===== src/hw/core_pkg.sv =====
/*
 * Datapath definitions for the small register-file cores:
 * widths, register count and the opcode set
 */

package core_pkg;

  // Data width
  localparam int unsigned XLEN = 32;

  // Register file geometry
  localparam int unsigned RF_ADDR_W = 5;
  localparam int unsigned NUM_REGS  = 32;

  // Immediate width, zero-extended to XLEN
  localparam int unsigned IMM_W = 16;

  // OP_LI loads the immediate, the rest combine rs1 with rs2
  typedef enum logic [1:0] {
    OP_LI,
    OP_ADD,
    OP_SUB,
    OP_XOR
  } opcode_e;

endpackage


===== src/hw/hmr_pkg.sv =====
/*
 * Redundancy-side definitions for the DMR unit: register map of the
 * configuration port, lockstep controller states and the error word
 */

package hmr_pkg;

  // Number of lockstepped cores
  localparam int unsigned NUM_CORES = 2;

  // Register port address width
  localparam int unsigned REG_ADDR_W = 4;

  // Register map
  localparam logic [REG_ADDR_W-1:0] REG_CTRL     = 4'd0;
  localparam logic [REG_ADDR_W-1:0] REG_MISMATCH = 4'd1;

  // Read value for unmapped addresses
  localparam logic [31:0] ERR_WORD = 32'hBADCAB1E;

  // Lockstep controller FSM
  typedef enum logic [2:0] {
    S_IDLE,
    S_EXEC,
    S_CHECK,
    S_RESTORE,
    S_ACK
  } ctrl_state_e;

endpackage


===== src/hw/core_bus_if.sv =====
/*
 * Lockstep controller to core link: instruction dispatch,
 * recovery writes and the registered result
 */

`timescale 1ns/1ps

interface core_bus_if;

  // Execution request
  logic                                 exec;
  core_pkg::opcode_e                    opcode;
  logic [core_pkg::RF_ADDR_W-1:0]       rd;
  logic [core_pkg::RF_ADDR_W-1:0]       rs1;
  logic [core_pkg::RF_ADDR_W-1:0]       rs2;
  logic [core_pkg::IMM_W-1:0]           imm;
  logic                                 fault;

  // Recovery write port
  logic                                 rec_we;
  logic [core_pkg::RF_ADDR_W-1:0]       rec_addr;
  logic [core_pkg::XLEN-1:0]            rec_data;

  // Valid the cycle after exec
  logic [core_pkg::XLEN-1:0]            result;

  modport ctrl (
    output exec, opcode, rd, rs1, rs2, imm, fault, rec_we, rec_addr, rec_data,
    input  result
  );

  modport core (
    input  exec, opcode, rd, rs1, rs2, imm, fault, rec_we, rec_addr, rec_data,
    output result
  );

endinterface


===== src/hw/hmr_cfg_if.sv =====
/*
 * Configuration block to lockstep controller link
 */

`timescale 1ns/1ps

interface hmr_cfg_if;

  // From the configuration registers
  logic                           dmr_en;
  logic [hmr_pkg::NUM_CORES-1:0]  inject;

  // Status pulses from the controller
  logic [hmr_pkg::NUM_CORES-1:0]  inject_done;
  logic                           mismatch;

  modport regs (
    output dmr_en, inject,
    input  inject_done, mismatch
  );

  modport ctrl (
    input  dmr_en, inject,
    output inject_done, mismatch
  );

endinterface


===== src/hw/lockstep_ctrl.sv =====
/*
 * Lockstep controller. Dispatches each instruction to both cores,
 * compares results, keeps a backup register file of agreed commits
 * and on a mismatch restores both cores and re-executes
 */

`timescale 1ns/1ps

module lockstep_ctrl (
  input  logic                            clk_i,
  input  logic                            rst_i,
  input  logic                            instr_req_i,
  input  core_pkg::opcode_e               instr_op_i,
  input  logic [core_pkg::RF_ADDR_W-1:0]  instr_rd_i,
  input  logic [core_pkg::RF_ADDR_W-1:0]  instr_rs1_i,
  input  logic [core_pkg::RF_ADDR_W-1:0]  instr_rs2_i,
  input  logic [core_pkg::IMM_W-1:0]      instr_imm_i,
  output logic                            instr_ack_o,
  output logic [core_pkg::XLEN-1:0]       result_o,
  core_bus_if.ctrl                        core0,
  core_bus_if.ctrl                        core1,
  hmr_cfg_if.ctrl                         cfg
);

  hmr_pkg::ctrl_state_e             state_q;
  logic [core_pkg::XLEN-1:0]        backup_q [core_pkg::NUM_REGS];
  logic [core_pkg::RF_ADDR_W-1:0]   rec_idx_q;
  logic                             retry_q;
  logic                             exec;
  logic                             restoring;
  logic                             disagree;
  logic                             commit;
  logic [hmr_pkg::NUM_CORES-1:0]    fault;

  assign exec      = (state_q == hmr_pkg::S_EXEC);
  assign restoring = (state_q == hmr_pkg::S_RESTORE);

  // Re-execution after a restore runs clean
  assign fault = (exec && !retry_q) ? cfg.inject : '0;

  // Core 1 is ignored in single-core mode
  assign disagree = cfg.dmr_en && (core0.result != core1.result);
  assign commit   = (state_q == hmr_pkg::S_CHECK) && !disagree;

  assign cfg.inject_done = fault;
  assign cfg.mismatch    = (state_q == hmr_pkg::S_CHECK) && disagree;

  // Same instruction and restore data to both cores
  assign core0.exec     = exec;
  assign core0.opcode   = instr_op_i;
  assign core0.rd       = instr_rd_i;
  assign core0.rs1      = instr_rs1_i;
  assign core0.rs2      = instr_rs2_i;
  assign core0.imm      = instr_imm_i;
  assign core0.fault    = fault[0];
  assign core0.rec_we   = restoring;
  assign core0.rec_addr = rec_idx_q;
  assign core0.rec_data = backup_q[rec_idx_q];

  assign core1.exec     = exec;
  assign core1.opcode   = instr_op_i;
  assign core1.rd       = instr_rd_i;
  assign core1.rs1      = instr_rs1_i;
  assign core1.rs2      = instr_rs2_i;
  assign core1.imm      = instr_imm_i;
  assign core1.fault    = fault[1];
  assign core1.rec_we   = restoring;
  assign core1.rec_addr = rec_idx_q;
  assign core1.rec_data = backup_q[rec_idx_q];

  always_ff @(posedge clk_i) begin
    if (rst_i) begin
      state_q     <= hmr_pkg::S_IDLE;
      instr_ack_o <= 1'b0;
      retry_q     <= 1'b0;
      rec_idx_q   <= '0;
    end else begin
      case (state_q)
        hmr_pkg::S_IDLE: begin
          if (instr_req_i) begin
            state_q <= hmr_pkg::S_EXEC;
            retry_q <= 1'b0;
          end
        end
        hmr_pkg::S_EXEC: state_q <= hmr_pkg::S_CHECK;
        hmr_pkg::S_CHECK: begin
          if (disagree) begin
            state_q   <= hmr_pkg::S_RESTORE;
            retry_q   <= 1'b1;
            rec_idx_q <= '0;
          end else begin
            state_q <= hmr_pkg::S_ACK;
          end
        end
        hmr_pkg::S_RESTORE: begin
          // Walk every backup entry, then re-execute
          rec_idx_q <= rec_idx_q + 1'b1;
          if (rec_idx_q == core_pkg::RF_ADDR_W'(core_pkg::NUM_REGS - 1)) begin
            state_q <= hmr_pkg::S_EXEC;
          end
        end
        hmr_pkg::S_ACK: begin
          if (!instr_ack_o) begin
            instr_ack_o <= 1'b1;
          end else if (!instr_req_i) begin
            instr_ack_o <= 1'b0;
            state_q     <= hmr_pkg::S_IDLE;
          end
        end
        default: state_q <= hmr_pkg::S_IDLE;
      endcase
    end
  end

  // Backup follows agreed commits only
  always_ff @(posedge clk_i) begin
    if (rst_i) begin
      for (int i = 0; i < core_pkg::NUM_REGS; i++) begin
        backup_q[i] <= '0;
      end
    end else if (commit) begin
      backup_q[instr_rd_i] <= core0.result;
    end
  end

  always_ff @(posedge clk_i) begin
    if (commit) begin
      result_o <= core0.result;
    end
  end

  // Ack only rises on an edge where req was sampled high
  assert property (@(posedge clk_i) disable iff (rst_i)
    $rose(instr_ack_o) |-> $past(instr_req_i))
    else $error("instr_ack_o rose without instr_req_i");

endmodule


===== src/flat_wrapper.sv =====
// flat-port wrapper written by rule: the top's interface ports become plain ports
module lockstep_ctrl_flat 
  (clk_i, rst_i, instr_req_i, instr_op_i, instr_rd_i, instr_rs1_i, instr_rs2_i, instr_imm_i, instr_ack_o, result_o, core0_exec, core0_opcode, core0_rd, core0_rs1, core0_rs2, core0_imm, core0_fault, core0_rec_we, core0_rec_addr, core0_rec_data, core0_result, core1_exec, core1_opcode, core1_rd, core1_rs1, core1_rs2, core1_imm, core1_fault, core1_rec_we, core1_rec_addr, core1_rec_data, core1_result, cfg_dmr_en, cfg_inject, cfg_inject_done, cfg_mismatch);
  core_bus_if core0_i ();
  core_bus_if core1_i ();
  hmr_cfg_if cfg_i ();
  input  logic clk_i;
  input  logic rst_i;
  input  logic instr_req_i;
  input  core_pkg::opcode_e instr_op_i;
  input  logic [core_pkg::RF_ADDR_W-1:0] instr_rd_i;
  input  logic [core_pkg::RF_ADDR_W-1:0] instr_rs1_i;
  input  logic [core_pkg::RF_ADDR_W-1:0] instr_rs2_i;
  input  logic [core_pkg::IMM_W-1:0] instr_imm_i;
  output logic instr_ack_o;
  output logic [core_pkg::XLEN-1:0] result_o;
  output wire logic [$bits(core0_i.exec)-1:0] core0_exec;
  output wire logic [$bits(core0_i.opcode)-1:0] core0_opcode;
  output wire logic [$bits(core0_i.rd)-1:0] core0_rd;
  output wire logic [$bits(core0_i.rs1)-1:0] core0_rs1;
  output wire logic [$bits(core0_i.rs2)-1:0] core0_rs2;
  output wire logic [$bits(core0_i.imm)-1:0] core0_imm;
  output wire logic [$bits(core0_i.fault)-1:0] core0_fault;
  output wire logic [$bits(core0_i.rec_we)-1:0] core0_rec_we;
  output wire logic [$bits(core0_i.rec_addr)-1:0] core0_rec_addr;
  output wire logic [$bits(core0_i.rec_data)-1:0] core0_rec_data;
  input wire logic [$bits(core0_i.result)-1:0] core0_result;
  output wire logic [$bits(core1_i.exec)-1:0] core1_exec;
  output wire logic [$bits(core1_i.opcode)-1:0] core1_opcode;
  output wire logic [$bits(core1_i.rd)-1:0] core1_rd;
  output wire logic [$bits(core1_i.rs1)-1:0] core1_rs1;
  output wire logic [$bits(core1_i.rs2)-1:0] core1_rs2;
  output wire logic [$bits(core1_i.imm)-1:0] core1_imm;
  output wire logic [$bits(core1_i.fault)-1:0] core1_fault;
  output wire logic [$bits(core1_i.rec_we)-1:0] core1_rec_we;
  output wire logic [$bits(core1_i.rec_addr)-1:0] core1_rec_addr;
  output wire logic [$bits(core1_i.rec_data)-1:0] core1_rec_data;
  input wire logic [$bits(core1_i.result)-1:0] core1_result;
  input wire logic [$bits(cfg_i.dmr_en)-1:0] cfg_dmr_en;
  input wire logic [$bits(cfg_i.inject)-1:0] cfg_inject;
  output wire logic [$bits(cfg_i.inject_done)-1:0] cfg_inject_done;
  output wire logic [$bits(cfg_i.mismatch)-1:0] cfg_mismatch;
  assign core0_exec = core0_i.exec;
  assign core0_opcode = core0_i.opcode;
  assign core0_rd = core0_i.rd;
  assign core0_rs1 = core0_i.rs1;
  assign core0_rs2 = core0_i.rs2;
  assign core0_imm = core0_i.imm;
  assign core0_fault = core0_i.fault;
  assign core0_rec_we = core0_i.rec_we;
  assign core0_rec_addr = core0_i.rec_addr;
  assign core0_rec_data = core0_i.rec_data;
  assign core0_i.result = core0_result;
  assign core1_exec = core1_i.exec;
  assign core1_opcode = core1_i.opcode;
  assign core1_rd = core1_i.rd;
  assign core1_rs1 = core1_i.rs1;
  assign core1_rs2 = core1_i.rs2;
  assign core1_imm = core1_i.imm;
  assign core1_fault = core1_i.fault;
  assign core1_rec_we = core1_i.rec_we;
  assign core1_rec_addr = core1_i.rec_addr;
  assign core1_rec_data = core1_i.rec_data;
  assign core1_i.result = core1_result;
  assign cfg_i.dmr_en = cfg_dmr_en;
  assign cfg_i.inject = cfg_inject;
  assign cfg_inject_done = cfg_i.inject_done;
  assign cfg_mismatch = cfg_i.mismatch;
  lockstep_ctrl u_core (.clk_i(clk_i), .rst_i(rst_i), .instr_req_i(instr_req_i), .instr_op_i(instr_op_i), .instr_rd_i(instr_rd_i), .instr_rs1_i(instr_rs1_i), .instr_rs2_i(instr_rs2_i), .instr_imm_i(instr_imm_i), .instr_ack_o(instr_ack_o), .result_o(result_o), .core0(core0_i), .core1(core1_i), .cfg(cfg_i));
endmodule

===== config.mk =====
export PLATFORM = sky130hd
export DESIGN_NAME = lockstep_ctrl_flat
export DESIGN_NICKNAME = d
export VERILOG_FILES = /design/src/hw/core_pkg.sv /design/src/hw/hmr_pkg.sv /design/src/hw/core_bus_if.sv /design/src/hw/hmr_cfg_if.sv /design/src/hw/lockstep_ctrl.sv /design/src/flat_wrapper.sv
export SDC_FILE = /design/constraint.sdc
export NUM_CORES = 1
export LEC_CHECK = 0
export BUFFER_PORTS_ARGS = -buffer_cell sky130_fd_sc_hd__buf_4
export CORE_MARGIN = 8
export CORE_UTILIZATION = 25
export DETAILED_ROUTE_END_ITERATION = 8
export GPL_TIMING_DRIVEN = 0
export HOLD_SLACK_MARGIN = 0.05
export PLACE_DENSITY = 0.45
export SLEW_MARGIN = 25
export SYNTH_ARGS = -nofsm -noshare
export SYNTH_HDL_FRONTEND = slang
export SYNTH_SLANG_ARGS = --single-unit

===== constraint.sdc =====
create_clock -name clk_i -period 10.35 [get_ports clk_i]
set_input_delay 2.07 -clock clk_i [delete_from_list [all_inputs] [get_ports clk_i]]
set_output_delay 2.07 -clock clk_i [all_outputs]
set_load 0.05 [all_outputs]

==> flow_summary_export.csv <==
group,metric,value,unit
route,first_iter_violations,4163,
die,coreArea,216500,µm²
die,placement_rows,171,
route,vias,36100,
global_route,use_met3,3.235,%
place,hpwl,166.6,mm
critical_path,start_kind,"flop",
critical_path,cp_max_fo,10,
synth,synth.avg_cell_area,16.47,µm²
route,viasPerCell,5.372,
sta,worstMarginPinSlew,1.168,ns
sta,slew_headroom,22.13,%
pwr,power,0.01046,W
critical_path,path_cells,"clkbuf_1 -> buf_2 -> buf_2 -> mux4_2 -> mux4_2 -> mux2_2 -> buf_4 -> buf_4",
sta,rsz0062_at_grt,"false",
clock_tree,htree_levels,3,
die,die_w,482.0,µm
synth,synthDistinctLibCells,34,
global_route,grt_usage,18.82,%
hold_path,hp-class,"flop to flop",
critical_path,slowest_delay,0.68,ns
die,dieArea,232300,µm²
cells_and_area,drive_gt1_share,46.68,%
status,status,"finished clean",
pwr,power_density,159.3,nW/µm²
global_route,grt_overflow_total,0,
critical_path,worstSetupPathType,"flop to output port",
synth,syn-cell-area,54290,µm²
sta,clock_skew,0.03933,ns
sta,fmax,150.3,MHz
clock_tree,postCtsHoldBufs,0,
pwr,sequentialPowerShare,47.2,%
route,drt_first_pass_iters,5,
sta,drv_slew,0,
route,drtAntennaViolNets,0,
synth,synth_seq_cells,1071,
cells_and_area,syn_to_final_growth,20.92,%
cells_and_area,fin_util,30.32,%
synth,yosysSeqAreaShare,58.96,%
global_route,antenna_found_initial,24,
clock_tree,cts_tree,"yes",
die,initial_utilization,25.07,%
pwr,p_sw_share,27.20,%
clock_tree,root_buffer,"clkbuf_16",
sta,worst_slack,3.696,ns
die,die_h,482.0,µm
global_route,met2_usage,30.13,%
clock_tree,clk_latency,0.75,ns
synth,syn-num-nets,3402,
pwr,intPower,0.007616,W
route,drcViolationCount,0,
global_route,grt_max_degree,21,
pwr,p_leak,19.15,nW
hold_path,min_from,"u_core.instr_ack_o$_SDFFE_PP0P_",
clock_tree,post_cts_resized,0,
critical_path,end_kind,"output port",
clock_tree,cts_buffers,115,
critical_path,path_buf_inv,5,
critical_path,path_delay_family,"buffers and inverters",
pwr,clkPwrFrac,40.6,%
critical_path,cp.required,8.28,ns
place,dp_slack,4.230,ns
sta,finalCritPeriodShare,64.29,%
clock_tree,cts.sinks,1071,
pwr,ir_drop,0.0001502,V
route,finalWirelength,225.8,mm
sta,finalSetupViolations,0,
cells_and_area,fin_nets,3861,
pwr,p_comb_share,12.2,%
global_route,grt_pass1_vias,36780,
die,ioPinCount,285,
route,post_drt_wl_per_cell,33.59,µm
cells_and_area,fillers,21370,
critical_path,arrival,4.58,ns
critical_path,r2r-start,"u_core.state_q[0]$_SDFFE_PP0P_",
pwr,p_switching,0.002845,W
clock_tree,cts_setup_buffers,0,
clock_tree,clkTransAtPathRegs,0.06,ns
clock_tree,clk_path_buf_depth,3,
global_route,grt_pass1_wl,308.6,mm
synth,syn_inst,3297,
sta,fin_crit,6.654,ns
synth,ys.warnings.count,0,
global_route,busiest_layer,"met2",
global_route,gr-usage-met1,24.54,%
sta,finalHoldViolCount,0,
place,place.gp.congestion,0.8955,
critical_path,slowest_stage,"buf_2",
place,port_buffers,254,
run,cap_violations,0,
==> kinds of logic (layout without fill, tap and decap cells) <==
group	after synthesis	after routing	synth area share, %
simple gates	1186	1186	20.01
flops	1071	1071	58.96
buf+inv	606	1161	6.001
mux	352	352	13.94
compound gates	47	47	0.5139
xor+xnor	33	33	0.5324
fa+ha+maj	2	2	0.04608
other cells	0	15	0
==> final cells by class <==
class                           count  area (µm²)  area share, %
Multi-Input combinational cell   1620       19380          29.52
Buffer                            598        3319          5.056
Sequential cell                  1071       32010          48.76
Tap cell                         2854        3571          5.439
Inverter                            8       30.03        0.04574
Clock buffer                      144        3136          4.776
Timing Repair Buffer              342        3548          5.405
Antenna cell                       15       37.54        0.05718
Clock inverter                     69       615.6         0.9377
==> power groups by stage <==
stage               logic (W)  clock network (W)  registers (W)
CTS                   0.00127            0.00430        0.00494
finish                0.00128            0.00425        0.00494
global route          0.00130            0.00444        0.00495
global placement      0.00118                  0        0.00506
detailed placement    0.00127                  0        0.00503
floorplan            0.000661                  0        0.00504
==> metal layers <==
| layer | part of all wire (%) | wire length (µm) |
|---|---|---|
| met1 | 40 | 90410 |
| met2 | 47 | 105800 |
| met5 | 0.012 | 27 |
| met3 | 7.3 | 16440 |
| met4 | 5.8 | 13130 |
==> cells in the final DEF, fill, tap and decap left out, types with 29 or more instances in the layout <==
master	n
clkbuf_16	121
xor2_1	33
edfxtp_1	1056
clkbuf_1	286
buf_2	99
clkbuf_2	57
buf_16	49
mux2_2	32
clkinv_1	29
nor4_1	434
mux4_2	320
buf_4	368
buf_6	68
nand2_1	106
nor4_2	600
==> worst reg2reg max path: cells and delay by family (launching register included) <==
kind | cells | cell delay, ns
buffers and inverters | 4 | 2.65
AND/OR/NAND/NOR | 3 | 0.64
flip-flops | 1 | 0.32
==> synth_stat cells (all sizes together) <==
| cell | number | share of area [%] |
|---|---|---|
| and2 | 1 | 0.012 |
| a21oi | 1 | 0.0092 |
| nand2 | 106 | 0.73 |
| edfxtp | 1056 | 58 |
| a31oi | 1 | 0.012 |
| ha | 2 | 0.046 |
| o311a | 2 | 0.037 |
| xor2 | 33 | 0.53 |
| and3 | 6 | 0.069 |
| o21ai | 34 | 0.31 |
| nor3 | 3 | 0.028 |
| dfxtp | 15 | 0.55 |
| o31a | 1 | 0.016 |
| nor3b | 1 | 0.014 |
| nand3 | 12 | 0.11 |
| o41ai | 4 | 0.065 |
| a311oi | 1 | 0.016 |
| nor4 | 1034 | 19 |
| a31o | 1 | 0.016 |
| o21a | 1 | 0.014 |
| buf | 277 | 3.7 |
| nor2 | 11 | 0.076 |
| mux4 | 320 | 13 |
| nor2b | 5 | 0.058 |
| o2111ai | 1 | 0.016 |
| inv | 8 | 0.055 |
| nand4 | 6 | 0.069 |
| clkbuf | 321 | 2.2 |
| or3 | 1 | 0.012 |
| mux2 | 32 | 0.66 |
==> through the flow <==
| step | std cells | instance area [µm²] | hold WS [ns] | setup TNS (ns) |
|---|---|---|---|---|
| 2_1_floorplan | 3297 | 54290 | 0.5179 | 0 |
| 3_3_place_gp | 6405 | 59770 | 0.5008 | -229.79 |
| 3_5_place_dp | 6493 | 61850 | 0.5173 | 0 |
| 4_1_cts | 6706 | 65610 | 0.5366 | 0 |
| 5_1_grt | 6713 | 65630 | 0.5913 | 0 |
| 6_report | 6721 | 65650 | 0.5277 | 0 |
==> path summary, 6_finish.rpt <==
path / end / slack, ns / depth (start not counted)
min reg2reg: u_core.instr_ack_o$_SDFFE_PP0P_ / 0.53 / 1
max reg2reg: u_core.backup_q[23][0]$_SDFFCE_PN0P_ / 6.44 / 7
min: u_core.instr_ack_o$_SDFFE_PP0P_ / 0.53 / 1
max: core1_rec_data[25] / 3.70 / 8
==> registers in the layout (all words and copies together), names as in the netlist, named ones only <==
signal,flops
u_core.retry_q,1
u_core.result_o,32
u_core.instr_ack_o,1
u_core.backup_q,1024
u_core.core0.rec_addr,5
u_core.state_q,3
No activity file was read; power rests on OpenSTA's default activity.
