[config.mk]
export PLATFORM = sky130hd
export DESIGN_NAME = hmr_cfg_regs_flat
export DESIGN_NICKNAME = d
export VERILOG_FILES = /design/src/hw/core_pkg.sv /design/src/hw/hmr_pkg.sv /design/src/hw/hmr_cfg_if.sv /design/src/hw/hmr_cfg_regs.sv /design/src/flat_wrapper.sv
export SDC_FILE = /design/constraint.sdc
export NUM_CORES = 1
export LEC_CHECK = 0
export BUFFER_PORTS_ARGS = -buffer_cell sky130_fd_sc_hd__buf_2
export CORE_MARGIN = 3
export CORE_UTILIZATION = 31
export DETAILED_ROUTE_END_ITERATION = 8
export GPL_TIMING_DRIVEN = 0
export REMOVE_ABC_BUFFERS = 1
export SLEW_MARGIN = 5
export SYNTH_ARGS = -nofsm -noshare
export SYNTH_HDL_FRONTEND = slang
export SYNTH_SLANG_ARGS = --single-unit
export TNS_END_PERCENT = 20
[constraint.sdc]
create_clock -name clk_i -period 3.35 [get_ports clk_i]
set_input_delay 0.1675 -clock clk_i [delete_from_list [all_inputs] [get_ports clk_i]]
set_output_delay 0.1675 -clock clk_i [all_outputs]
set_load 0.01 [all_outputs]
[src/hw/core_pkg.sv]
/*
 * Datapath definitions for the small register-file cores:
 * widths, register count and the opcode set
 */

package core_pkg;

  // Data width
  localparam int unsigned XLEN = 32;

  // Register file geometry
  localparam int unsigned RF_ADDR_W = 5;
  localparam int unsigned NUM_REGS  = 32;

  // Immediate width, zero-extended to XLEN
  localparam int unsigned IMM_W = 16;

  // OP_LI loads the immediate, the rest combine rs1 with rs2
  typedef enum logic [1:0] {
    OP_LI,
    OP_ADD,
    OP_SUB,
    OP_XOR
  } opcode_e;

endpackage

[src/hw/hmr_pkg.sv]
/*
 * Redundancy-side definitions for the DMR unit: register map of the
 * configuration port, lockstep controller states and the error word
 */

package hmr_pkg;

  // Number of lockstepped cores
  localparam int unsigned NUM_CORES = 2;

  // Register port address width
  localparam int unsigned REG_ADDR_W = 4;

  // Register map
  localparam logic [REG_ADDR_W-1:0] REG_CTRL     = 4'd0;
  localparam logic [REG_ADDR_W-1:0] REG_MISMATCH = 4'd1;

  // Read value for unmapped addresses
  localparam logic [31:0] ERR_WORD = 32'hBADCAB1E;

  // Lockstep controller FSM
  typedef enum logic [2:0] {
    S_IDLE,
    S_EXEC,
    S_CHECK,
    S_RESTORE,
    S_ACK
  } ctrl_state_e;

endpackage

[src/hw/hmr_cfg_if.sv]
/*
 * Configuration block to lockstep controller link
 */

`timescale 1ns/1ps

interface hmr_cfg_if;

  // From the configuration registers
  logic                           dmr_en;
  logic [hmr_pkg::NUM_CORES-1:0]  inject;

  // Status pulses from the controller
  logic [hmr_pkg::NUM_CORES-1:0]  inject_done;
  logic                           mismatch;

  modport regs (
    output dmr_en, inject,
    input  inject_done, mismatch
  );

  modport ctrl (
    input  dmr_en, inject,
    output inject_done, mismatch
  );

endinterface

[src/hw/hmr_cfg_regs.sv]
/*
 * Configuration registers of the DMR unit on a four-phase register
 * port: DMR enable, one-shot fault injection and mismatch counter
 */

`timescale 1ns/1ps

module hmr_cfg_regs (
  input  logic                            clk_i,
  input  logic                            rst_i,
  input  logic                            reg_req_i,
  input  logic                            reg_we_i,
  input  logic [hmr_pkg::REG_ADDR_W-1:0]  reg_addr_i,
  input  logic [core_pkg::XLEN-1:0]       reg_wdata_i,
  output logic                            reg_ack_o,
  output logic [core_pkg::XLEN-1:0]       reg_rdata_o,
  hmr_cfg_if.regs                         cfg
);

  logic                           dmr_en_q;
  logic [hmr_pkg::NUM_CORES-1:0]  inject_q;
  logic [core_pkg::XLEN-1:0]      mismatch_cnt_q;
  logic                           access;
  logic [core_pkg::XLEN-1:0]      rdata;

  // One access per handshake
  assign access = reg_req_i && !reg_ack_o;

  assign cfg.dmr_en = dmr_en_q;
  assign cfg.inject = inject_q;

  always_comb begin
    case (reg_addr_i)
      hmr_pkg::REG_CTRL: begin
        rdata = {{(core_pkg::XLEN-hmr_pkg::NUM_CORES-1){1'b0}}, inject_q, dmr_en_q};
      end
      hmr_pkg::REG_MISMATCH: rdata = mismatch_cnt_q;
      default:               rdata = hmr_pkg::ERR_WORD;
    endcase
  end

  always_ff @(posedge clk_i) begin
    if (rst_i) begin
      reg_ack_o <= 1'b0;
    end else if (access) begin
      reg_ack_o <= 1'b1;
    end else if (!reg_req_i) begin
      reg_ack_o <= 1'b0;
    end
  end

  always_ff @(posedge clk_i) begin
    if (rst_i) begin
      dmr_en_q       <= 1'b1;
      inject_q       <= '0;
      mismatch_cnt_q <= '0;
    end else begin
      // Inject bits are one-shot
      inject_q <= inject_q & ~cfg.inject_done;
      if (cfg.mismatch && (mismatch_cnt_q != '1)) begin
        mismatch_cnt_q <= mismatch_cnt_q + 1'b1;
      end
      if (access && reg_we_i) begin
        if (reg_addr_i == hmr_pkg::REG_CTRL) begin
          dmr_en_q <= reg_wdata_i[0];
          inject_q <= reg_wdata_i[hmr_pkg::NUM_CORES:1];
        end else if (reg_addr_i == hmr_pkg::REG_MISMATCH) begin
          mismatch_cnt_q <= '0;
        end
      end
    end
  end

  always_ff @(posedge clk_i) begin
    if (access) begin
      reg_rdata_o <= rdata;
    end
  end

  // Issuer keeps req high until it has seen ack
  assert property (@(posedge clk_i) disable iff (rst_i)
    $fell(reg_req_i) |-> reg_ack_o)
    else $error("reg_req_i dropped before reg_ack_o");

endmodule

[src/flat_wrapper.sv]
// flat-port wrapper written by rule: the top's interface ports become plain ports
module hmr_cfg_regs_flat 
  (clk_i, rst_i, reg_req_i, reg_we_i, reg_addr_i, reg_wdata_i, reg_ack_o, reg_rdata_o, cfg_dmr_en, cfg_inject, cfg_inject_done, cfg_mismatch);
  hmr_cfg_if cfg_i ();
  input  logic clk_i;
  input  logic rst_i;
  input  logic reg_req_i;
  input  logic reg_we_i;
  input  logic [hmr_pkg::REG_ADDR_W-1:0] reg_addr_i;
  input  logic [core_pkg::XLEN-1:0] reg_wdata_i;
  output logic reg_ack_o;
  output logic [core_pkg::XLEN-1:0] reg_rdata_o;
  output wire logic [$bits(cfg_i.dmr_en)-1:0] cfg_dmr_en;
  output wire logic [$bits(cfg_i.inject)-1:0] cfg_inject;
  input wire logic [$bits(cfg_i.inject_done)-1:0] cfg_inject_done;
  input wire logic [$bits(cfg_i.mismatch)-1:0] cfg_mismatch;
  assign cfg_dmr_en = cfg_i.dmr_en;
  assign cfg_inject = cfg_i.inject;
  assign cfg_i.inject_done = cfg_inject_done;
  assign cfg_i.mismatch = cfg_mismatch;
  hmr_cfg_regs u_core (.clk_i(clk_i), .rst_i(rst_i), .reg_req_i(reg_req_i), .reg_we_i(reg_we_i), .reg_addr_i(reg_addr_i), .reg_wdata_i(reg_wdata_i), .reg_ack_o(reg_ack_o), .reg_rdata_o(reg_rdata_o), .cfg(cfg_i));
endmodule
==> results.py, run 1 <==
metrics = {
    "setup_path": {
        "worst_path_cell_trace": "ha_1 > and3_1 > nand3_1 > nor4_2 > or4_1 > a21oi_1",
        "critPathMaxFanout": 12,
        "critical-path-slowest-cell": "nor4_2",
        "timing.critical_path.arrival_ns": 2.59,
        "critical_path.endpoint_type": "register",
        "crit_required_ns": 3.55,
        "timing.critical_path.slowest_cell_delay_ns": 0.79,
        "worstSetupStartpoint": "u_core.mismatch_cnt_q[1]",
        "setup.worst_path.start_class": "register",
        "worstReg2RegStart": "u_core.mismatch_cnt_q[1]",
        "critPathKind": "reg2reg",
    },
    "timing": {
        "finalMaxSlewViolations": 0,
        "finalHoldViolCount": 0,
        "timing.clock.skew_ns": 0.007865,
        "final_worst_slack_ns": 0.9653,
        "rsz0062_at_grt": "no",
        "fmaxAchievable_ghz": 0.4193,
        "period_share_pct": 71.18,
        "finalSetupViolCount": 0,
        "finalCriticalPeriod_ns": 2.385,
        "worst_pin_slew_ns": 1.038,
        "timing.setup.tns_ns": 0,
        "slew_headroom_pct": 30.48,
    },
    "placed_design": {
        "replace_congestion": 0.7987,
        "detailed_place_hpwl_um": 4651,
        "post-place-ws_ns": 0.9292,
        "number_of_port_buffers": 49,
        "placedCellCount": 478,
    },
    "routing": {
        "avgRoutedWirePerCell_um": 13.71,
        "vias_per_cell": 5.067,
        "drt_iter0_markers": 133,
        "routed_wirelength_um": 6773,
        "drt-pass1-iter-count": 4,
        "detailroute.via_count": 2503,
        "drt.antenna.violating_nets": 0,
        "detail_route.drc_violations": 0,
    },
    "job": {
        "maxCapViolations": 0,
    },
    "outcome": {
        "outcome": "complete, no violations",
    },
    "clock_tree": {
        "clkTransAtPathRegs_ns": 0.07,
        "tritoncts": "built",
        "cts-resized-gates": 0,
        "clock_sinks": 68,
        "post_cts.repair.setup_buffers": 0,
        "root_buffer": "clkbuf_8",
        "clk_latency_ns": 0.34,
        "maximum_level_of_the_cts_h_tree": 3,
        "cts_inserted_buffers": 9,
        "ctsHoldBuffers": 0,
        "cts_buffer_depth": 2,
    },
    "synthesis": {
        "synth-main-ff-cell": "dfxtp_1",
        "synth_edf_count": 32,
        "yosys.cell_count.top_type": "nand2_1",
        "netlist_top_cells_count": "nand2_1 (56), dfxtp_1 (36), edfxtp_1 (32)",
        "syn-instance-count": 315,
        "synth_area_per_cell_um2": 10.14,
        "synth_cell_types": 45,
        "flop_and_latch_count_out_of_synthesis": 68,
        "async_flop_share_pct": 0,
        "synth_area_leader_cell": "edfxtp_1",
        "synth.area.top_cells": "edfxtp_1 (30%), dfxtp_1 (23%), nand2_1 (6.6%), a21oi_1 (3.6%), or4_1 (3.3%)",
        "yosysSeqAreaShare_pct": 52.64,
        "cell_area_after_technology_mapping_mm2": 0.003194,
        "yosys_warn_count": 0,
        "post-synth-top-area-fraction_pct": 30.08,
    },
    "floorplanning": {
        "die_x_um": 107.5,
        "design.core.area_mm2": 0.009910,
        "num_rows": 36,
        "floorplan.initialDensity_pct": 32.23,
        "die_h_um": 107.5,
        "design.portCount": 79,
        "full_die_area_mm2": 0.01156,
    },
    "power_and_ir_drop": {
        "peakVddDrop_v": 0.0001303,
        "pwr_density_cell_mw_per_mm2": 426.6,
        "leak_nw": 1.332,
    },
    "grt": {
        "grt_pass1_vias": 2369,
        "first_pass_grt_wire_length_um": 11430,
        "global_route.overflow_total": 0,
        "antenna_found_initial": 0,
        "grt_max_degree": 36,
        "grt_use_total_pct": 12.42,
    },
    "finish": {
        "layout.nets": 400,
        "post_layout_nonfiller_instances": 494,
        "antenna_cells_inserted": 0,
        "area_delta_synth_final_pct": 16.14,
        "drive_gt1_share_pct": 22.99,
        "final.fill_count": 1009,
    },
    "min_path": {
        "hp-start": "reg_wdata_i[0]",
        "hp-class": "in2reg",
    },
}
==> path summary, 6_finish.rpt <==
path / to / slack, ns / depth (start not counted)
worst max register to register: u_core.mismatch_cnt_q[21] / 0.97 / 6
worst min-delay path: u_core.cfg.dmr_en / 0.02 / 2
worst max-delay path: u_core.mismatch_cnt_q[21] / 0.97 / 6
worst min register to register: u_core.mismatch_cnt_q[9] / 0.50 / 2
==> power by group <==
part	leakage (nW)	switching (mW)	internal (mW)	total, mW
combinational	0.652	0.0583	0.0330	0.0913
clock	0.0889	0.310	0.284	0.593
sequential	0.590	0.00820	0.890	0.898
==> cell usage in the layout, fill, tap and decap left out, drive strengths merged, types with 11 or more instances in the layout <==
cell     n
a21oi   23
and3    18
buf     51
clkbuf  11
dfxtp   36
edfxtp  32
nand2   58
nand3   17
o21ai   11
or4     14
==> per-layer routing <==
| layer | vias up | part of all wire [%] | GRT usage (%) |
|---|---|---|---|
| li1 | 1259 | - | - |
| met1 | 1189 | 46 | 15.17 |
| met2 | 46 | 47 | 20.34 |
| met3 | 9 | 5.0 | 4.319 |
| met4 | 0 | 1.4 | 4.328 |
| met5 | - | 0 | 0 |
==> sequential cells by signal, indices dropped and copies added (netlist names) <==
register,cells
u_core.reg_ack_o,1
u_core.cfg.inject,2
u_core.reg_rdata_o,32
u_core.mismatch_cnt_q,32
u_core.cfg.dmr_en,1
==> final cells by class <==
class,count,area [um^2],area share (%)
clock buffers,11,141.4,3.811
clock inverters,5,27.53,0.7420
inverters,2,7.507,0.2024
multi-input cells,224,1398,37.67
flip-flops and latches,68,1682,45.33
well taps,133,166.4,4.486
repair buffers,51,287.8,7.757
==> critical path, delay by kind of cell, from the launching register on <==
kind,cells,cell delay (ns)
AND/OR/NAND/NOR,4,1.54
flip-flops,1,0.41
adder cells (fa/ha/maj),1,0.22
AO/OA/AOI/OAI,1,0.06
==> stage by stage <==
stage / utilization [%] / total power [mW] / hold slack (ns) / cell area [um^2]
2_1_floorplan: - / 0.9575 / 0.2391 / 3073
3_3_place_gp: 35.16 / 1.003 / 0.3803 / 3485
3_5_place_dp: 35.73 / 1.010 / 0.3838 / 3541
4_1_cts: 37.44 / 1.603 / 0.01284 / 3710
5_1_grt: 37.44 / 1.647 / 0.009095 / 3710
6_report: 37.44 / 1.583 / 0.02475 / 3710
==> kinds of logic (layout without fill, tap and decap cells) <==
logic type / count (synthesis) / after routing / share of synthesized area [%]
adders and majority gates: 1 / 1 / 0.3916
and+or+nand+nor: 160 / 160 / 28.95
AOI/OAI and AO/OA: 56 / 56 / 11.87
buffers and inverters: 23 / 69 / 4.035
xor gates and xnor gates: 2 / 2 / 0.5485
DFF: 68 / 68 / 52.64
muxes: 5 / 5 / 1.567
Note: power is estimated with default switching activity, not from simulation.
==> run 2: changes to the inputs <==
Clock period 3.35 ns to 1.96 ns, I/O delays scaled along.
==> run 2 against run 1 <==
Clock skew about the same. Worst hold slack gained 0.031 ns. Non-clock buffer count up 11. Design area is 4.6% higher. Routed wire length increased by 4.7%.
==> results.py, run 2 (synthesis gave the netlist of run 1 again) <==
metrics = {
    "outcome": {
        "outcome": "complete, no violations",
    },
    "grt": {
        "global_route.overflow_total": 0,
        "grt_use_total_pct": 12.60,
        "first_pass_grt_wire_length_um": 11590,
        "antenna_found_initial": 0,
        "grt_max_degree": 36,
        "grt_pass1_vias": 2400,
    },
    "timing": {
        "timing.clock.skew_ns": 0.008095,
        "finalSetupViolCount": 0,
        "rsz0062_at_grt": "yes",
        "finalHoldViolCount": 0,
        "finalMaxSlewViolations": 0,
        "slew_headroom_pct": 56.00,
        "finalCriticalPeriod_ns": 1.913,
        "final_worst_slack_ns": 0.04693,
        "timing.setup.tns_ns": 0,
        "worst_pin_slew_ns": 0.6600,
        "fmaxAchievable_ghz": 0.5227,
        "period_share_pct": 97.61,
    },
    "setup_path": {
        "timing.reg2reg.worst_path_depth": 6,
        "critPathMaxFanout": 7,
        "crit_required_ns": 2.24,
        "critPathKind": "reg2reg",
        "r2r_slack_ns": 0.05,
        "critical_path.endpoint_type": "register",
        "rr_endpoint": "u_core.mismatch_cnt_q[20]",
        "timing.critical_path.arrival_ns": 2.19,
        "worstReg2RegStart": "u_core.mismatch_cnt_q[0]",
        "setup.worst_path.start_class": "register",
    },
    "clock_tree": {
        "clk_latency_ns": 0.34,
        "maximum_level_of_the_cts_h_tree": 3,
        "cts_buffer_depth": 2,
        "root_buffer": "clkbuf_8",
        "clkTransAtPathRegs_ns": 0.07,
        "clock_sinks": 68,
        "tritoncts": "built",
        "cts_inserted_buffers": 9,
    },
    "min_path": {
        "min_delay_path_depth": 3,
        "hp-class": "in2reg",
        "min_delay_worst_endpoint": "u_core.reg_rdata_o[11]",
        "hp-start": "reg_addr_i[1]",
    },
    "power_and_ir_drop": {
        "peakVddDrop_v": 0.0002210,
        "sw_pwr_mw": 0.6482,
        "leak_nw": 1.407,
        "pwr_density_cell_mw_per_mm2": 702.0,
        "power_frac_seq_pct": 56.4,
        "cell_internal_pwr_mw": 2.075,
        "power.share.switching_pct": 23.81,
        "clock_network_fraction_of_design_power_pct": 37.3,
        "combinationalPowerShare_pct": 6.3,
    },
    "floorplanning": {
        "num_rows": 36,
        "design.core.area_mm2": 0.009910,
        "design.portCount": 79,
        "die_x_um": 107.5,
        "floorplan.initialDensity_pct": 32.23,
        "full_die_area_mm2": 0.01156,
        "die_h_um": 107.5,
    },
    "finish": {
        "finalCoreUtilization_pct": 39.14,
        "area_delta_synth_final_pct": 21.43,
        "drive_gt1_share_pct": 27.08,
        "layout_commonest_cell": "nand2_1",
        "layout.nets": 412,
        "final.fill_count": 995,
        "final_area_mm2": 0.003879,
        "final_cell_mix": "nand2_1 (56), buf_2 (49), edfxtp_1 (32)",
        "antenna_cells_inserted": 0,
    },
    "routing": {
        "detail_route.drc_violations": 0,
        "drt_iter0_markers": 146,
        "avgRoutedWirePerCell_um": 14.01,
        "drt-pass1-iter-count": 4,
        "detailroute.via_count": 2580,
        "routed_wirelength_um": 7088,
        "vias_per_cell": 5.099,
        "drt.antenna.violating_nets": 0,
    },
    "placed_design": {
        "detailed_place_hpwl_um": 4651,
        "placed_cell_area_mm2": 0.003541,
        "replace_congestion": 0.7987,
        "post-place-ws_ns": -0.4608,
        "number_of_port_buffers": 49,
    },
    "job": {
        "maxCapViolations": 0,
    },
}
run 2: cell types whose count changed in the layout (fill, tap and decap cells not counted), sizes merged:
cell         change
nand4            +1
dlygate4sd3      +6
buf              +5
run 2: timing repair:
action,4_1_cts,5_1_grt
hold endpoints to repair,4,0
setup buffers,2,3
gates resized for setup,8,10
pin swaps,2,3
cloned,0,1
hold buffers,6,0
setup endpoints to repair,28,28
run 2: critical path, cell delays in order (launching register included):
cell	delay, ns
dfxtp_2	0.37
ha_1	0.21
and3_4	0.27
and3_4	0.23
nand3_1	0.09
or4_1	0.52
a21oi_1	0.15
run 2: worst max path at each step:
stage	from	to	depth (start not counted)
final	u_core.mismatch_cnt_q[0]	u_core.mismatch_cnt_q[20]	6
after global routing	u_core.mismatch_cnt_q[0]	u_core.mismatch_cnt_q[21]	7
after CTS	u_core.mismatch_cnt_q[18]	u_core.mismatch_cnt_q[31]	5
after detailed placement	u_core.mismatch_cnt_q[0]	u_core.mismatch_cnt_q[11]	6
after global placement	reg_addr_i[1]	u_core.mismatch_cnt_q[19]	6
after floorplan	u_core.reg_ack_o	u_core.reg_rdata_o[0]	1
run 2: area by class of cell:
class / instances / area, um^2 / area share, %
tap: 133 / 166.4 / 4.290
multi-input combinational: 225 / 1450 / 37.39
inverter: 2 / 7.507 / 0.1935
clock inverter: 5 / 27.53 / 0.7097
timing repair buffer: 62 / 397.9 / 10.26
sequential: 68 / 1688 / 43.52
clock buffer: 11 / 141.4 / 3.645
run 2: power by group through the flow:
stage	combinational, mW	sequential (mW)	clock (mW)
2_1_floorplan	0.0530	1.58	0
6_report	0.173	1.54	1.01
3_3_place_gp	0.145	1.57	0
4_1_cts	0.173	1.54	1.04
3_5_place_dp	0.159	1.57	0
5_1_grt	0.190	1.54	1.10
run 2: routing by layer:
layer  part of all wire [%]  GRT usage (%)
met3                    5.0          4.319
met4                    1.5          4.328
met5                      0              0
met2                     48          20.78
met1                     45          15.32
run 2: per-stage QoR:
stage / cells / hold slack (ns) / power (mW)
2_1_floorplan: 294 / 0.1696 / 1.637
3_3_place_gp: 476 / 0.3108 / 1.714
3_5_place_dp: 478 / 0.3143 / 1.727
4_1_cts: 502 / 0.06660 / 2.753
5_1_grt: 506 / 0.06247 / 2.832
6_report: 506 / 0.05568 / 2.723
==> run 3: changes to the inputs <==
Settings changed: CORE_UTILIZATION 31 to 48, PLACE_DENSITY set to 0.76.
==> run 3 against run 2 <==
Utilization up 20 points. Critical endpoint unchanged. Routed wire length down 2.7%. Count of clock-buffer cells in the layout up 3. Critical path depth unchanged. Critical path type unchanged.
==> results.py, run 3 (synthesis gave the netlist of run 1 again) <==
metrics = {
    "setup_path": {
        "critical_path_depth": 6,
        "critical-path-slowest-cell": "or4_1",
        "critPathKind": "reg2reg",
        "r2r_slack_ns": 0.08,
        "timing.critical_path.slowest_cell_delay_ns": 0.51,
        "crit_required_ns": 2.23,
        "worstReg2RegStart": "u_core.mismatch_cnt_q[0]",
        "worstSetupEndpoint": "u_core.mismatch_cnt_q[20]",
        "path_common_cell": "and3_4",
        "rr_endpoint": "u_core.mismatch_cnt_q[20]",
        "critPathMaxFanout": 7,
        "critical_path.endpoint_type": "register",
        "worstSetupStartpoint": "u_core.mismatch_cnt_q[0]",
        "timing.critical_path.max_delay_family": "simple AND/OR/NAND/NOR gates",
        "setup.worst_path.start_class": "register",
        "worst_path_cell_trace": "ha_2 > and3_4 > and3_4 > nand3_1 > or4_1 > a21oi_1",
        "worst-path-buf-inv": 0,
        "timing.reg2reg.worst_path_depth": 6,
        "timing.critical_path.arrival_ns": 2.15,
    },
    "routing": {
        "drt_iter0_markers": 185,
        "vias_per_cell": 5.837,
        "drt-pass1-iter-count": 4,
        "avgRoutedWirePerCell_um": 15.43,
        "detailroute.via_count": 2609,
        "detail_route.drc_violations": 0,
        "drt.antenna.violating_nets": 0,
        "routed_wirelength_um": 6897,
    },
    "floorplanning": {
        "design.core.area_mm2": 0.006386,
        "full_die_area_mm2": 0.007669,
        "num_rows": 29,
        "die_x_um": 87.58,
        "die_h_um": 87.58,
        "design.portCount": 79,
        "floorplan.initialDensity_pct": 50.02,
    },
    "clock_tree": {
        "clk_latency_ns": 0.34,
        "maximum_level_of_the_cts_h_tree": 3,
        "cts_inserted_buffers": 9,
        "tritoncts": "built",
        "cts_buffer_depth": 2,
        "clock_sinks": 68,
        "clkTransAtPathRegs_ns": 0.07,
        "root_buffer": "clkbuf_8",
    },
    "timing": {
        "timing.clock.skew_ns": 0.009205,
        "fmaxAchievable_ghz": 0.5313,
        "finalCriticalPeriod_ns": 1.882,
        "finalSetupViolCount": 0,
        "finalMaxSlewViolations": 0,
        "timing.setup.tns_ns": 0,
        "slew_headroom_pct": 39.44,
        "period_share_pct": 96.03,
        "rsz0062_at_grt": "yes",
        "finalHoldViolCount": 0,
        "fin_worst_hold_slack_ns": 0.009082,
        "worst_pin_slew_ns": 0.9064,
    },
    "power_and_ir_drop": {
        "pwr_density_cell_mw_per_mm2": 751.5,
        "peakVddDrop_v": 0.0004485,
        "leak_nw": 1.396,
        "fin_total_pwr_mw": 2.849,
    },
    "finish": {
        "antenna_cells_inserted": 0,
        "drive_gt1_share_pct": 27.30,
        "layout_commonest_cell": "nand2_1",
        "final.fill_count": 545,
        "post_layout_nonfiller_instances": 447,
        "final_cell_mix": "nand2_1 (56), buf_2 (49), edfxtp_1 (32)",
        "layout.nets": 409,
        "area_delta_synth_final_pct": 18.68,
    },
    "placed_design": {
        "replace_congestion": 0.8011,
        "placedCellCount": 421,
        "detailed_place_hpwl_um": 4520,
        "number_of_port_buffers": 49,
    },
    "job": {
        "maxCapViolations": 0,
    },
    "grt": {
        "grt_pass1_vias": 2471,
        "first_pass_grt_wire_length_um": 11460,
        "global_route.overflow_total": 0,
        "antenna_found_initial": 0,
        "grt_use_total_pct": 18.89,
        "grt_max_degree": 36,
    },
    "min_path": {
        "hp-start": "reg_req_i",
        "hp-class": "in2reg",
    },
    "outcome": {
        "outcome": "complete, no violations",
    },
}
==> run 3: worst min-delay path by stage <==
stage / end / slack (ns) / cells past startpoint
2_1_floorplan: u_core.reg_ack_o / 0.17 / 1
3_3_place_gp: u_core.cfg.dmr_en / 0.31 / 2
3_5_place_dp: u_core.cfg.dmr_en / 0.31 / 2
4_1_cts: u_core.reg_ack_o / 0.001 / 2
5_1_grt: u_core.reg_ack_o / 0.02 / 2
6_report: u_core.reg_ack_o / 0.009 / 2
==> run 3: metrics by stage <==
stage	setup WS [ns]	utilization (%)	instance area (um^2)
global route	-0.01596	59.37	3791
global placement	-1.074	53.47	3415
CTS	0.01172	58.56	3740
floorplan	-0.2604	-	3073
finish	0.07775	59.37	3791
detailed placement	-0.4715	53.92	3443
==> run 3: final cells by class <==
cell class                      count  area (um^2)  area share, %
Inverter                            2        7.507         0.1980
Timing Repair Buffer               60        357.8          9.439
Sequential cell                    68         1689          44.55
Clock inverter                      2        33.78         0.8911
Clock buffer                       14        162.7          4.290
Tap cell                           77        96.34          2.541
Multi-Input combinational cell    224         1444          38.09
==> run 3: routing by layer <==
layer,vias up,track usage [%],part of all wire (%)
met4,0,7.252,1.6
li1,1273,-,-
met1,1266,23.88,43
met2,60,31.10,51
met3,10,4.892,4.0
met5,-,0,0
==> run 3: what timing repair did <==
| item | 4_1_cts | 5_1_grt |
|---|---|---|
| gates resized for setup | 7 | 16 |
| buffers inserted | 3 | 3 |
| gates cloned | 0 | 0 |
| setup endpoints to repair | 25 | 29 |
| endpoints found under the hold margin | 3 | 0 |
| pin swaps | 2 | 2 |
| hold buffers | 4 | 0 |
==> run 3: power by group <==
group	internal [mW]	leakage (nW)	switching [mW]
clock network	0.655	0.0983	0.498
logic	0.0581	0.705	0.101
registers	1.52	0.593	0.0139
